## config.mk

```make
export PLATFORM = sky130hd
export DESIGN_NAME = gfx_draw_top
export DESIGN_NICKNAME = d
export VERILOG_FILES = /design/src/gfx_cmd_pkg.sv /design/src/gfx_coord_pkg.sv /design/src/draw_line.sv /design/src/draw_triangle.sv /design/src/gfx_draw_top.sv /design/src/pixel_clip_write.sv /design/src/shape_engine.sv
export SDC_FILE = /design/constraint.sdc
export NUM_CORES = 1
export LEC_CHECK = 0
export BUFFER_PORTS_ARGS = -buffer_cell sky130_fd_sc_hd__buf_2
export CAP_MARGIN = 20
export CORE_MARGIN = 10
export CORE_UTILIZATION = 50
export CTS_BUF_LIST = sky130_fd_sc_hd__clkbuf_4
export DETAILED_ROUTE_END_ITERATION = 6
export PLACE_DENSITY_LB_ADDON = 0.12
export SYNTH_ARGS = -nofsm -noshare
export SYNTH_HDL_FRONTEND = slang
export SYNTH_SLANG_ARGS = --single-unit
```

## constraint.sdc

```tcl
create_clock -name clk -period 25.4 [get_ports clk]
set_input_delay 7.62 -clock clk [delete_from_list [all_inputs] [get_ports clk]]
set_output_delay 7.62 -clock clk [all_outputs]
set_load 0.03 [all_outputs]
```

## src/gfx_cmd_pkg.sv

```systemverilog
////////////////////////////////////////////////////////////
// shape command definitions
// opcode and colour types
////////////////////////////////////////////////////////////

package gfx_cmd_pkg;

    // shape selector on the command port
    typedef enum logic {
        op_line     = 1'b0,                           // x2/y2 unused
        op_triangle = 1'b1                            // outline only
    } shape_op_t;

    // pixel colour passed through to the framebuffer untouched
    localparam int colour_w = 8;

    typedef logic [colour_w-1:0] colour_t;

endpackage : gfx_cmd_pkg

```

## src/gfx_coord_pkg.sv

```systemverilog
////////////////////////////////////////////////////////////
// coordinate and framebuffer geometry definitions
////////////////////////////////////////////////////////////

package gfx_coord_pkg;

    // signed screen coordinates
    localparam int coord_w = 16;                      // bits per coordinate

    typedef logic signed [coord_w-1:0] coord_t;       // x or y position

    // framebuffer rectangle in pixels
    localparam int fb_width  = 160;
    localparam int fb_height = 120;

    // linear pixel address is y * fb_width + x
    localparam int fb_addr_w = 15;                    // covers 160*120 pixels

    typedef logic [fb_addr_w-1:0] fb_addr_t;

endpackage : gfx_coord_pkg

```

## src/draw_line.sv

```systemverilog
////////////////////////////////////////////////////////////
// bresenham line drawer
// one pixel per cycle while oe is high
////////////////////////////////////////////////////////////
`timescale 1ns/1ps

module draw_line (
    input  logic                  clk,
    input  logic                  rst,
    input  logic                  start,    // begin a line, taken in idle only
    input  logic                  oe,       // low holds position
    input  gfx_coord_pkg::coord_t x0,       // first endpoint
    input  gfx_coord_pkg::coord_t y0,
    input  gfx_coord_pkg::coord_t x1,       // last endpoint
    input  gfx_coord_pkg::coord_t y1,
    output gfx_coord_pkg::coord_t x,        // current pixel
    output gfx_coord_pkg::coord_t y,
    output logic                  drawing,  // x/y valid when oe high
    output logic                  done      // cycle after last pixel
);
    import gfx_coord_pkg::*;

    typedef enum logic [1:0] {st_idle, st_init, st_draw} state_t;

    state_t                    state;
    coord_t                    xa, ya;      // latched start point
    coord_t                    xb, yb;      // latched end point
    coord_t                    sx, sy;      // step of +1 or -1
    logic signed [coord_w:0]   diff_x, diff_y;
    logic signed [coord_w:0]   abs_dx, neg_dy;
    logic signed [coord_w:0]   dx, dy;      // dx >= 0 and dy <= 0
    logic signed [coord_w+1:0] err, err_nx; // bresenham error term
    logic signed [coord_w+2:0] e2;          // twice the error
    logic                      step_x, step_y;
    logic                      at_end;

    assign diff_x = xb - xa;                // 17 bit so no overflow
    assign diff_y = yb - ya;
    assign abs_dx = (diff_x < 0) ? -diff_x : diff_x;
    assign neg_dy = (diff_y < 0) ? diff_y : -diff_y;

    assign e2     = {err, 1'b0};
    assign step_x = (e2 >= dy);             // move along x
    assign step_y = (e2 <= dx);             // move along y
    assign at_end = (x == xb) && (y == yb);

    always_comb begin
        err_nx = err;
        if (step_x)
            err_nx = err_nx + dy;
        if (step_y)
            err_nx = err_nx + dx;
    end

    assign drawing = (state == st_draw);

    always_ff @(posedge clk) begin
        if (rst) begin
            state <= st_idle;
            done  <= 1'b0;
        end else begin
            done <= 1'b0;                   // single cycle pulse
            case (state)
                st_idle: if (start) state <= st_init;
                st_init: state <= st_draw;
                st_draw: begin
                    if (oe && at_end) begin // last pixel goes out now
                        state <= st_idle;
                        done  <= 1'b1;
                    end
                end
                default: state <= st_idle;
            endcase
        end
    end

    always_ff @(posedge clk) begin
        if (state == st_idle && start) begin
            xa <= x0;
            ya <= y0;
            xb <= x1;
            yb <= y1;
        end
        if (state == st_init) begin
            x   <= xa;                      // first pixel is (x0,y0)
            y   <= ya;
            dx  <= abs_dx;
            dy  <= neg_dy;
            err <= abs_dx + neg_dy;
            sx  <= (diff_x < 0) ? coord_t'(-1) : coord_t'(1);
            sy  <= (diff_y < 0) ? coord_t'(-1) : coord_t'(1);
        end else if (state == st_draw && oe && !at_end) begin
            if (step_x)
                x <= x + sx;
            if (step_y)
                y <= y + sy;
            err <= err_nx;
        end
    end

    a_done_not_drawing : assert property (@(posedge clk) disable iff (rst)
        !(done && drawing));

endmodule : draw_line

```

## src/draw_triangle.sv

```systemverilog
////////////////////////////////////////////////////////////
// triangle outliner
// draws edges 0-1 then 1-2 then 2-0 through one line drawer
////////////////////////////////////////////////////////////
`timescale 1ns/1ps

module draw_triangle (
    input  logic                  clk,
    input  logic                  rst,
    input  logic                  start,    // taken in idle only
    input  logic                  oe,       // low pauses the edge
    input  gfx_coord_pkg::coord_t x0,       // vertex 0
    input  gfx_coord_pkg::coord_t y0,
    input  gfx_coord_pkg::coord_t x1,       // vertex 1
    input  gfx_coord_pkg::coord_t y1,
    input  gfx_coord_pkg::coord_t x2,       // vertex 2
    input  gfx_coord_pkg::coord_t y2,
    output gfx_coord_pkg::coord_t x,        // current pixel
    output gfx_coord_pkg::coord_t y,
    output logic                  drawing,  // an edge is being drawn
    output logic                  done      // after third edge
);
    import gfx_coord_pkg::*;

    typedef enum logic [1:0] {st_idle, st_init, st_draw} state_t;

    state_t     state;
    logic [1:0] edge_id;                    // 0, 1 or 2
    logic       line_start;
    logic       line_done;
    coord_t     vx0, vy0, vx1, vy1, vx2, vy2; // latched vertices
    coord_t     lx0, ly0, lx1, ly1;           // endpoints of current edge

    // edge endpoints from the latched vertices
    always_comb begin
        case (edge_id)
            2'd0: begin
                lx0 = vx0;
                ly0 = vy0;
                lx1 = vx1;
                ly1 = vy1;
            end
            2'd1: begin
                lx0 = vx1;
                ly0 = vy1;
                lx1 = vx2;
                ly1 = vy2;
            end
            default: begin                  // closing edge
                lx0 = vx2;
                ly0 = vy2;
                lx1 = vx0;
                ly1 = vy0;
            end
        endcase
    end

    always_ff @(posedge clk) begin
        if (rst) begin
            state      <= st_idle;
            edge_id    <= 2'd0;
            line_start <= 1'b0;
            done       <= 1'b0;
        end else begin
            line_start <= 1'b0;
            done       <= 1'b0;
            case (state)
                st_idle: begin
                    if (start) begin
                        edge_id <= 2'd0;
                        state   <= st_init;
                    end
                end
                st_init: begin              // one cycle per edge
                    line_start <= 1'b1;
                    state      <= st_draw;
                end
                st_draw: begin
                    if (line_done) begin
                        if (edge_id == 2'd2) begin
                            done  <= 1'b1;
                            state <= st_idle;
                        end else begin
                            edge_id <= edge_id + 2'd1;
                            state   <= st_init;
                        end
                    end
                end
                default: state <= st_idle;
            endcase
        end
    end

    always_ff @(posedge clk) begin
        if (state == st_idle && start) begin
            vx0 <= x0;
            vy0 <= y0;
            vx1 <= x1;
            vy1 <= y1;
            vx2 <= x2;
            vy2 <= y2;
        end
    end

    draw_line i_draw_line (
        .clk     (clk),
        .rst     (rst),
        .start   (line_start),
        .oe      (oe),
        .x0      (lx0),
        .y0      (ly0),
        .x1      (lx1),
        .y1      (ly1),
        .x       (x),
        .y       (y),
        .drawing (drawing),
        .done    (line_done)
    );

    a_edge_range : assert property (@(posedge clk) disable iff (rst)
        edge_id <= 2'd2);

endmodule : draw_triangle

```

## src/gfx_draw_top.sv

```systemverilog
////////////////////////////////////////////////////////////
// rasteriser top level
// shape engine into clip/write stage with done aligned
////////////////////////////////////////////////////////////
`timescale 1ns/1ps

module gfx_draw_top (
    input  logic                    clk,
    input  logic                    rst,
    input  logic                    cmd_start,
    input  gfx_cmd_pkg::shape_op_t  cmd_op,
    input  gfx_coord_pkg::coord_t   x0,
    input  gfx_coord_pkg::coord_t   y0,
    input  gfx_coord_pkg::coord_t   x1,
    input  gfx_coord_pkg::coord_t   y1,
    input  gfx_coord_pkg::coord_t   x2,
    input  gfx_coord_pkg::coord_t   y2,
    input  gfx_cmd_pkg::colour_t    colour,
    input  logic                    oe,         // pause when low
    output logic                    fb_we,
    output gfx_coord_pkg::fb_addr_t fb_addr,
    output gfx_cmd_pkg::colour_t    fb_colour,
    output logic                    busy,
    output logic                    done        // after last write of shape
);
    import gfx_coord_pkg::*;
    import gfx_cmd_pkg::*;

    coord_t  px, py;
    logic    pix_valid;
    colour_t pix_colour;
    logic    shape_done;

    shape_engine i_shape_engine (
        .clk (clk), .rst (rst), .cmd_start (cmd_start), .cmd_op (cmd_op),
        .x0 (x0), .y0 (y0), .x1 (x1), .y1 (y1), .x2 (x2), .y2 (y2),
        .colour (colour), .oe (oe), .px (px), .py (py),
        .pix_valid (pix_valid), .pix_colour (pix_colour),
        .busy (busy), .shape_done (shape_done)
    );

    pixel_clip_write i_pixel_clip_write (
        .clk (clk), .rst (rst), .px (px), .py (py),
        .pix_valid (pix_valid), .pix_colour (pix_colour),
        .fb_we (fb_we), .fb_addr (fb_addr), .fb_colour (fb_colour)
    );

    // match the one cycle of the write stage
    always_ff @(posedge clk) begin
        if (rst)
            done <= 1'b0;
        else
            done <= shape_done;
    end

endmodule : gfx_draw_top

```

## src/pixel_clip_write.sv

```systemverilog
////////////////////////////////////////////////////////////
// framebuffer clip and write stage
////////////////////////////////////////////////////////////
`timescale 1ns/1ps

module pixel_clip_write (
    input  logic                    clk,
    input  logic                    rst,
    input  gfx_coord_pkg::coord_t   px,         // signed pixel position
    input  gfx_coord_pkg::coord_t   py,
    input  logic                    pix_valid,
    input  gfx_cmd_pkg::colour_t    pix_colour,
    output logic                    fb_we,      // one cycle after pix_valid
    output gfx_coord_pkg::fb_addr_t fb_addr,    // y * fb_width + x
    output gfx_cmd_pkg::colour_t    fb_colour
);
    import gfx_coord_pkg::*;

    logic     on_screen;
    logic     keep;
    fb_addr_t addr_nx;

    // reject negative and past-the-edge coordinates
    assign on_screen = (px >= 0) && (py >= 0) &&
                       (px < fb_width) && (py < fb_height);
    assign keep      = pix_valid && on_screen;

    // max 119*160+159 so the cast never wraps on screen
    assign addr_nx   = fb_addr_t'(py * fb_width + px);

    always_ff @(posedge clk) begin
        if (rst)
            fb_we <= 1'b0;
        else
            fb_we <= keep;                      // no strobe for clipped pixels
    end

    always_ff @(posedge clk) begin
        if (keep) begin
            fb_addr   <= addr_nx;
            fb_colour <= pix_colour;
        end
    end

    a_addr_in_fb : assert property (@(posedge clk) disable iff (rst)
        fb_we |-> (fb_addr < fb_width * fb_height));

endmodule : pixel_clip_write

```

## src/shape_engine.sv

```systemverilog
////////////////////////////////////////////////////////////
// shape command engine
// starts the line or triangle drawer and merges pixels
////////////////////////////////////////////////////////////
`timescale 1ns/1ps

module shape_engine (
    input  logic                    clk,
    input  logic                    rst,
    input  logic                    cmd_start,  // one cycle pulse
    input  gfx_cmd_pkg::shape_op_t  cmd_op,
    input  gfx_coord_pkg::coord_t   x0,
    input  gfx_coord_pkg::coord_t   y0,
    input  gfx_coord_pkg::coord_t   x1,
    input  gfx_coord_pkg::coord_t   y1,
    input  gfx_coord_pkg::coord_t   x2,         // triangle only
    input  gfx_coord_pkg::coord_t   y2,
    input  gfx_cmd_pkg::colour_t    colour,
    input  logic                    oe,
    output gfx_coord_pkg::coord_t   px,         // active drawer pixel
    output gfx_coord_pkg::coord_t   py,
    output logic                    pix_valid,  // drawing and oe
    output gfx_cmd_pkg::colour_t    pix_colour,
    output logic                    busy,
    output logic                    shape_done
);
    import gfx_coord_pkg::*;
    import gfx_cmd_pkg::*;

    logic      accept;
    logic      line_start, tri_start;
    shape_op_t op_q;                            // opcode of shape in flight
    colour_t   colour_q;
    coord_t    line_x, line_y, tri_x, tri_y;
    logic      line_drawing, tri_drawing;
    logic      line_done, tri_done;
    logic      sel_drawing;

    assign accept     = cmd_start && !busy;     // pulses while busy are dropped
    assign line_start = accept && (cmd_op == op_line);
    assign tri_start  = accept && (cmd_op == op_triangle);

    always_ff @(posedge clk) begin
        if (rst) begin
            busy <= 1'b0;
            op_q <= op_line;
        end else if (accept) begin
            busy <= 1'b1;
            op_q <= cmd_op;
        end else if (shape_done) begin
            busy <= 1'b0;                       // falls the cycle after done
        end
    end

    always_ff @(posedge clk) begin
        if (accept)
            colour_q <= colour;
    end

    // only the drawer that was started is ever active
    always_comb begin
        if (op_q == op_triangle) begin
            px          = tri_x;
            py          = tri_y;
            sel_drawing = tri_drawing;
            shape_done  = tri_done;
        end else begin
            px          = line_x;
            py          = line_y;
            sel_drawing = line_drawing;
            shape_done  = line_done;
        end
    end

    assign pix_valid  = sel_drawing && oe;
    assign pix_colour = colour_q;

    draw_line i_draw_line (
        .clk (clk), .rst (rst), .start (line_start), .oe (oe),
        .x0 (x0), .y0 (y0), .x1 (x1), .y1 (y1),
        .x (line_x), .y (line_y), .drawing (line_drawing), .done (line_done)
    );

    draw_triangle i_draw_triangle (
        .clk (clk), .rst (rst), .start (tri_start), .oe (oe),
        .x0 (x0), .y0 (y0), .x1 (x1), .y1 (y1), .x2 (x2), .y2 (y2),
        .x (tri_x), .y (tri_y), .drawing (tri_drawing), .done (tri_done)
    );

    a_one_drawer : assert property (@(posedge clk) disable iff (rst)
        !(line_drawing && tri_drawing));

endmodule : shape_engine

```

==> metrics.cfg, run 1 <==
[run_status]
outcome = complete, no violations

[synth]
yosysTopAreaCellShare = 0.4094
synth_ff_type = edfxtp_1
async_flop_share = 0
syn-cell-area_sq_um = 31320
synth_nets = 3562
avgSynthCellArea_sq_um = 10.05
ys_types = 85
synth.area.top_cells = edfxtp_1 (41%), ha_1 (13%), xnor2_1 (5.8%)
synth_warnings = 0
synthTopCellsByCount = edfxtp_1 (427), ha_1 (321), nand2_1 (291)
yosysTopAreaCell = edfxtp_1
synthCells = 3116
synth_enable_flop_cells = 427
yosysSeqAreaShare = 0.4196
ys_seq_elements = 443
synth.most_common_cell = edfxtp_1

[critical_path]
path_cells = buf_2
cp_max_fo = 1
reg2reg_to = i_shape_engine.i_draw_triangle.i_draw_line.err[16]
crit_family = flip-flops
cp-start-kind = flip-flop
rr_worst_depth = 24
crit_required_ns = 17.78
timing.rr.start = i_shape_engine.i_draw_triangle.i_draw_line.yb[0]
reg2reg_setup_slack_ns = 18.61
slowest_delay_ns = 0.46
end_kind = primary output
crit_buf_inv = 1
critical_path_class = flip-flop to primary output
cp_slowest_cell = edfxtp_1
arrival_ns = 1.55

[power_and_ir_drop]
peakVddDrop_mv = 0.03937
leakage_nw = 14.00
power.total_mw = 2.053
cellPowerDensity_nw_per_um2 = 59.30

[routing]
vias = 24912
wire_per_inst_microns = 21.48
drtAntennaViolNets = 0
drt_iter0_markers = 2094
via_per_inst = 5.844
dr.pass1.iters = 6
routed_wl_mm = 91.57
drc_errors = 0

[cts]
clock-sinks = 443
cts_tree = built
htree_levels = 3
cts.clk_slew.worst_paths_ns = 0.07
ctsHoldBuffers = 0
clk_path_buf_depth = 3
cts-root-buf = clkbuf_4
postCtsSetupBuffers = 0
numCtsBuffers = 121
insertion_delay_ns = 0.97
cts_resized = 0

[floorplan]
die-height_microns = 270.3
die_x_microns = 270.3
start_util = 0.5066
placementRows = 91
core_area_sq_um = 61830
die-area_sq_um = 73050
io_pins = 135

[job]
cap_violations = 0

[grt]
grt_first_pass_wirelength_mm = 138.8
grt-ovfl-total = 0
track_usage = 0.2415
grt_pass1_vias = 24510
grt_max_degree = 82
grt_antenna_before_repair = 3

[layout]
final_util = 0.5599
layout.cells.non_filler = 4263
final_nets = 3769
fillerInstances = 5451
drive_gt1_frac = 0.1288
area_growth_pct = 10.53

[sta]
tightest_slew_ns = 1.072
fmax_mhz = 109.0
fin_setup_tns_ns = 0
setup_violations = 0
relSlewSlack = 0.2853
min_period_ns = 9.171
finalMaxSlewViolations = 0
clock_skew_ns = 0.1056
fin_crit_sh = 0.3611
finalHoldViolCount = 0
rsz0062_at_grt = no

[hold_path]
hold_class = flip-flop to flip-flop
whs_path_depth = 0
hp-start = i_shape_engine.pix_colour[5]
hold_end = i_pixel_clip_write.fb_colour[5]

[place]
port_buffers = 134
dp_hpwl_mm = 70.68
dpl.cell_count = 4037
gp_congestion = 0.9346

==> logic make-up after synthesis <==
group / count (synthesis) / share of synthesized area
and+or+nand+nor: 838 / 0.1280
AOI/OAI and AO/OA: 836 / 0.1745
DFF: 443 / 0.4196
adders and majority gates: 339 / 0.1392
buffers and inverters: 322 / 0.03887
xor gates and xnor gates: 273 / 0.07726
muxes: 65 / 0.02261
==> how the worst max path moves through the flow <==
stage          slack [ns]                                         to  cells past startpoint                       startpoint
5_1_grt             16.15                               fb_colour[4]                      1  i_pixel_clip_write.fb_colour[4]
3_5_place_dp        15.58     i_shape_engine.i_draw_triangle.vy1[10]                      5                        cmd_start
4_1_cts             16.16                                 fb_addr[8]                      1    i_pixel_clip_write.fb_addr[8]
6_report            16.23                                fb_addr[14]                      1   i_pixel_clip_write.fb_addr[14]
3_3_place_gp        15.64     i_shape_engine.i_draw_triangle.vy1[10]                      5                        cmd_start
2_1_floorplan        6.48  i_shape_engine.i_draw_triangle.edge_id[0]                      5                        cmd_start
==> cell usage in the layout (no fill, tap or decap), drive strengths merged, types with 53 or more instances in the layout <==
cell and count:
edfxtp 427, xnor2 210, clkbuf 166, nand2 291
clkinv 53, a22oi 67, nor3 68, o21ai 168
a21oi 223, nor2 190, ha 321, o21a 56
xor2 62, a21o 65, inv 251, buf 155
==> final cells by class <==
| cell class | instances | area, sq um | area share |
|---|---|---|---|
| repair buffers | 155 | 828.3 | 0.02393 |
| clock inverters | 57 | 382.9 | 0.01106 |
| flip-flops and latches | 443 | 13140 | 0.3796 |
| multi-input cells | 2351 | 17020 | 0.4916 |
| diodes | 3 | 7.507 | 0.0002169 |
| clock buffers | 166 | 1246 | 0.03600 |
| well taps | 837 | 1047 | 0.03025 |
| inverters | 251 | 944.7 | 0.02729 |
==> registers in the layout (all words and copies together), names as in the netlist, 17 cells and up <==
register / cells
i_shape_engine.i_draw_line.dx: 17
i_shape_engine.i_draw_line.dy: 17
i_shape_engine.i_draw_line.err: 18
i_shape_engine.i_draw_triangle.i_draw_line.dx: 17
i_shape_engine.i_draw_triangle.i_draw_line.dy: 17
i_shape_engine.i_draw_triangle.i_draw_line.err: 18
==> routing by layer <==
metal / vias to the layer above / global-route usage / part of all wire
li1: 12015 / - / -
met1: 11845 / 0.3188 / 0.44
met2: 872 / 0.3968 / 0.46
met3: 178 / 0.03434 / 0.064
met4: 2 / 0.09174 / 0.035
met5: - / 0 / 0.000076
==> per-stage QoR <==
stage | setup slack (ns) | instance area [sq um] | hold WS, ns
after floorplan | 6.485 | 31320 | 0.4003
after global placement | 15.64 | 32980 | 0.4014
after detailed placement | 15.58 | 32980 | 0.4083
after CTS | 16.16 | 34610 | 0.4171
after global routing | 16.15 | 34620 | 0.4309
final | 16.23 | 34620 | 0.4158
==> power breakdown <==
part | internal (mW) | leakage [nW] | total, mW | switching, mW
combinational | 0.210 | 9.01 | 0.506 | 0.296
sequential | 0.842 | 4.03 | 0.866 | 0.0238
clock | 0.349 | 0.956 | 0.680 | 0.331
total | 1.40 | 14.0 | 2.05 | 0.652
Power figures use the tool's default switching activity.
==> run 2: changes to the inputs <==
ABC_AREA = 1   (was not set)
clock period = 8.79 ns   (was 25.4 ns; I/O delays follow)
==> run 2 against run 1 <==
  * Hold slack improved by 0.0051 ns
  * Die area up 1.8%
  * Critical endpoint is now i_shape_engine.i_draw_triangle.i_draw_line.err[14]
  * Global-route usage up 0.094 points
  * Critical path type is now flip-flop to flip-flop
  * Sequential share of layout area decreased by 0.53 points
==> metrics.cfg, run 2 <==
[grt]
grt-ovfl-total = 0  ; unchanged
grt_first_pass_wirelength_mm = 141.2  ; +1.7%
track_usage = 0.2424  ; +0.0009356
grt_antenna_before_repair = 1  ; -2
grt_pass1_vias = 25248  ; +3.0%
grt_max_degree = 65  ; -21%

[place]
gp_congestion = 0.9727  ; +4.1%
port_buffers = 134  ; unchanged
dp_hpwl_mm = 71.71  ; +1.5%

[synth]
syn-cell-area_sq_um = 31930  ; +2.0%
yosysTopAreaCell = edfxtp_1
synthTopCellsByCount = nand2_1 (806), inv_1 (508), edfxtp_1 (427)
yosysSeqAreaShare = 0.4116  ; -0.008073
synth.most_common_cell = nand2_1
synth_enable_flop_cells = 427  ; unchanged
synthCells = 3699  ; +19%
ys_types = 63  ; -26%
yosysTopAreaCellShare = 0.4015  ; -0.007876
synth_nets = 4145  ; +16%
avgSynthCellArea_sq_um = 8.633  ; -14%
async_flop_share = 0  ; unchanged
ys_seq_elements = 443  ; unchanged
synth_warnings = 0  ; unchanged
synth_ff_type = edfxtp_1
synth.area.top_cells = edfxtp_1 (40%), ha_1 (13%), nand2_1 (9.5%)

[critical_path]
cp_max_fo = 20  ; +19
timing.rr.start = i_shape_engine.i_draw_triangle.i_draw_line.err[1]
cp_slowest_cell = edfxtp_1
reg2reg_setup_slack_ns = 3.57  ; -15.04 ns
crit_top_cell = nand2_1
crit_required_ns = 9.43  ; -8.35 ns
cp-start-kind = flip-flop
reg2reg_to = i_shape_engine.i_draw_triangle.i_draw_line.err[14]
crit_buf_inv = 1  ; unchanged
end_kind = flip-flop
critical_path_class = flip-flop to flip-flop
arrival_ns = 5.87  ; +4.32 ns
slowest_delay_ns = 0.49  ; +0.03 ns
crit_family = compound AO/OA/AOI/OAI gates
rr_worst_depth = 26  ; +8.3%

[routing]
routed_wl_mm = 91.64  ; about the same
drt_iter0_markers = 2159  ; +3.1%
drc_errors = 0  ; unchanged
dr.pass1.iters = 5  ; -1
drtAntennaViolNets = 0  ; unchanged
via_per_inst = 5.408  ; -7.5%
vias = 26303  ; +5.6%
wire_per_inst_microns = 18.84  ; -12%

[hold_path]
hold_end = i_pixel_clip_write.fb_colour[1]
whs_path_depth = 0  ; unchanged
hold_class = flip-flop to flip-flop
hp-start = i_shape_engine.pix_colour[1]

[cts]
clock-sinks = 443  ; unchanged
htree_levels = 3  ; unchanged
ctsHoldBuffers = 0  ; unchanged
cts_tree = built
clk_path_buf_depth = 3  ; unchanged
insertion_delay_ns = 0.92  ; -0.05 ns
cts.clk_slew.worst_paths_ns = 0.07  ; about the same
cts_resized = 0  ; unchanged
cts-root-buf = clkbuf_4
numCtsBuffers = 118  ; -2.5%
postCtsSetupBuffers = 0  ; unchanged

[sta]
rsz0062_at_grt = no
relSlewSlack = 0.3756  ; +0.09031
finalHoldViolCount = 0  ; unchanged
fin_setup_tns_ns = 0  ; unchanged
tightest_slew_ns = 0.9281  ; -0.1440 ns
fin_crit_sh = 0.5944
setup_violations = 0  ; unchanged
min_period_ns = 5.225
finalMaxSlewViolations = 0  ; unchanged
fmax_mhz = 191.4
clock_skew_ns = 0.05566  ; -0.04992 ns

[job]
cap_violations = 0  ; unchanged

[floorplan]
core_area_sq_um = 63200  ; +2.2%
die-area_sq_um = 74370  ; +1.8%
placementRows = 92  ; +1.1%
start_util = 0.5053  ; -0.001261
io_pins = 135  ; unchanged
die_x_microns = 272.7  ; +0.90%
die-height_microns = 272.7  ; +0.90%

[layout]
final_nets = 4364  ; +16%
drive_gt1_frac = 0.1143  ; -0.01454
final_util = 0.5555  ; -0.004418
final_common_cell = nand2_1
layout_common_cells = nand2_1 (806), inv_1 (507), edfxtp_1 (427), ha_1 (321), a21oi_1 (261)
reg.largest.list = i_shape_engine.i_draw_line.err (18), i_shape_engine.i_draw_triangle.i_draw_line.err (18)
area_growth_pct = 9.937

[power_and_ir_drop]
cellPowerDensity_nw_per_um2 = 160.6  ; +170%
leakage_nw = 15.76  ; +13%
peakVddDrop_mv = 0.1311  ; +230%
power.total_mw = 5.637  ; +170%

[run_status]
outcome = complete, no violations

-- run 2: changes by cell type after synthesis, moves of 48 or more --
cell     change
o21a_1      -48
xor2_1      +52
xnor2_1    -107
inv_1      +258
o21ai_0     +64
nand3_1    +113
nand2_1    +515
-- run 2: stage by stage --
stage | area, sq um | hold slack [ns] | instances | setup WS, ns
after detailed placement | 33650 | 0.4061 | 4644 | 3.549
after global routing | 35110 | 0.4338 | 4864 | 2.856
final | 35110 | 0.4210 | 4864 | 3.565
after floorplan | 31940 | 0.4003 | 3699 | 0.4369
after CTS | 35100 | 0.4244 | 4862 | 3.555
after global placement | 33650 | 0.4034 | 4644 | 3.647
-- run 2: per-layer routing --
layer / up-vias / global-route usage / part of all wire
li1: 13234 / - / -
met1: 12097 / 0.3396 / 0.47
met2: 860 / 0.3847 / 0.44
met3: 112 / 0.03983 / 0.070
met4: 0 / 0.06213 / 0.020
met5: - / 0 / 0
-- run 2: how the worst max path moves through the flow --
stage	from	depth (start not counted)	slack [ns]	end
final	i_shape_engine.i_draw_triangle.i_draw_line.err[1]	26	3.57	i_shape_engine.i_draw_triangle.i_draw_line.err[14]
after global routing	i_shape_engine.i_draw_line.err[17]	25	2.86	i_shape_engine.i_draw_line.err[14]
after CTS	i_shape_engine.i_draw_line.err[17]	25	3.55	i_shape_engine.i_draw_line.err[14]
after detailed placement	i_shape_engine.i_draw_line.err[17]	25	3.55	i_shape_engine.i_draw_line.err[14]
after global placement	cmd_start	8	3.65	i_shape_engine.i_draw_line.xa[0]
after floorplan	cmd_start	6	0.44	i_shape_engine.i_draw_line.xa[0]
-- run 2: cell type report --
| type | count | area, sq um |
|---|---|---|
| Multi-Input combinational cell | 2674 | 16630 |
| Antenna cell | 2 | 5.005 |
| Fill cell | 5884 | 28090 |
| Clock inverter | 63 | 289.0 |
| Inverter | 522 | 1959 |
| Sequential cell | 443 | 13140 |
| Clock buffer | 155 | 1164 |
| Tap cell | 846 | 1059 |
| Timing Repair Buffer | 159 | 858.3 |
-- run 2: logic make-up (layout without fill, tap and decap cells) --
logic type	after synthesis	count (layout)	synth area share
muxes	2	2	0.0006269
adders and majority gates	337	337	0.1358
buffers and inverters	582	899	0.06912
AOI/OAI and AO/OA	730	730	0.1312
xor gates and xnor gates	216	216	0.05948
and+or+nand+nor	1389	1389	0.1922
other	0	2	0
DFF	443	443	0.4116
-- run 2: power breakdown --
group          total, mW  internal [mW]  leakage (nW)  switching, mW
registers           2.49           2.43          4.03         0.0556
logic               1.37          0.499          10.9          0.874
clock network       1.77          0.836         0.850          0.939
-- run 2: worst reg2reg max path: stages (launching register included) --
cell,delay [ns]
edfxtp_1,0.49
ha_1,0.35
a21oi_1,0.13
o21a_1,0.15
o211ai_1,0.10
nand2_1,0.08
nand2_1,0.06
nand2_1,0.06
nand2_1,0.04
nand2_1,0.05
nand2_1,0.05
or2_2,0.29
nand2_2,0.24
inv_1,0.32
o21ai_0,0.39
ha_1,0.36
nand2_1,0.09
nor2_1,0.04
a211oi_1,0.46
o221ai_1,0.31
a31oi_1,0.26
o21ai_0,0.17
nand2_1,0.10
nand2_1,0.06
xor2_1,0.14
a21oi_1,0.15
nand2_1,0.06
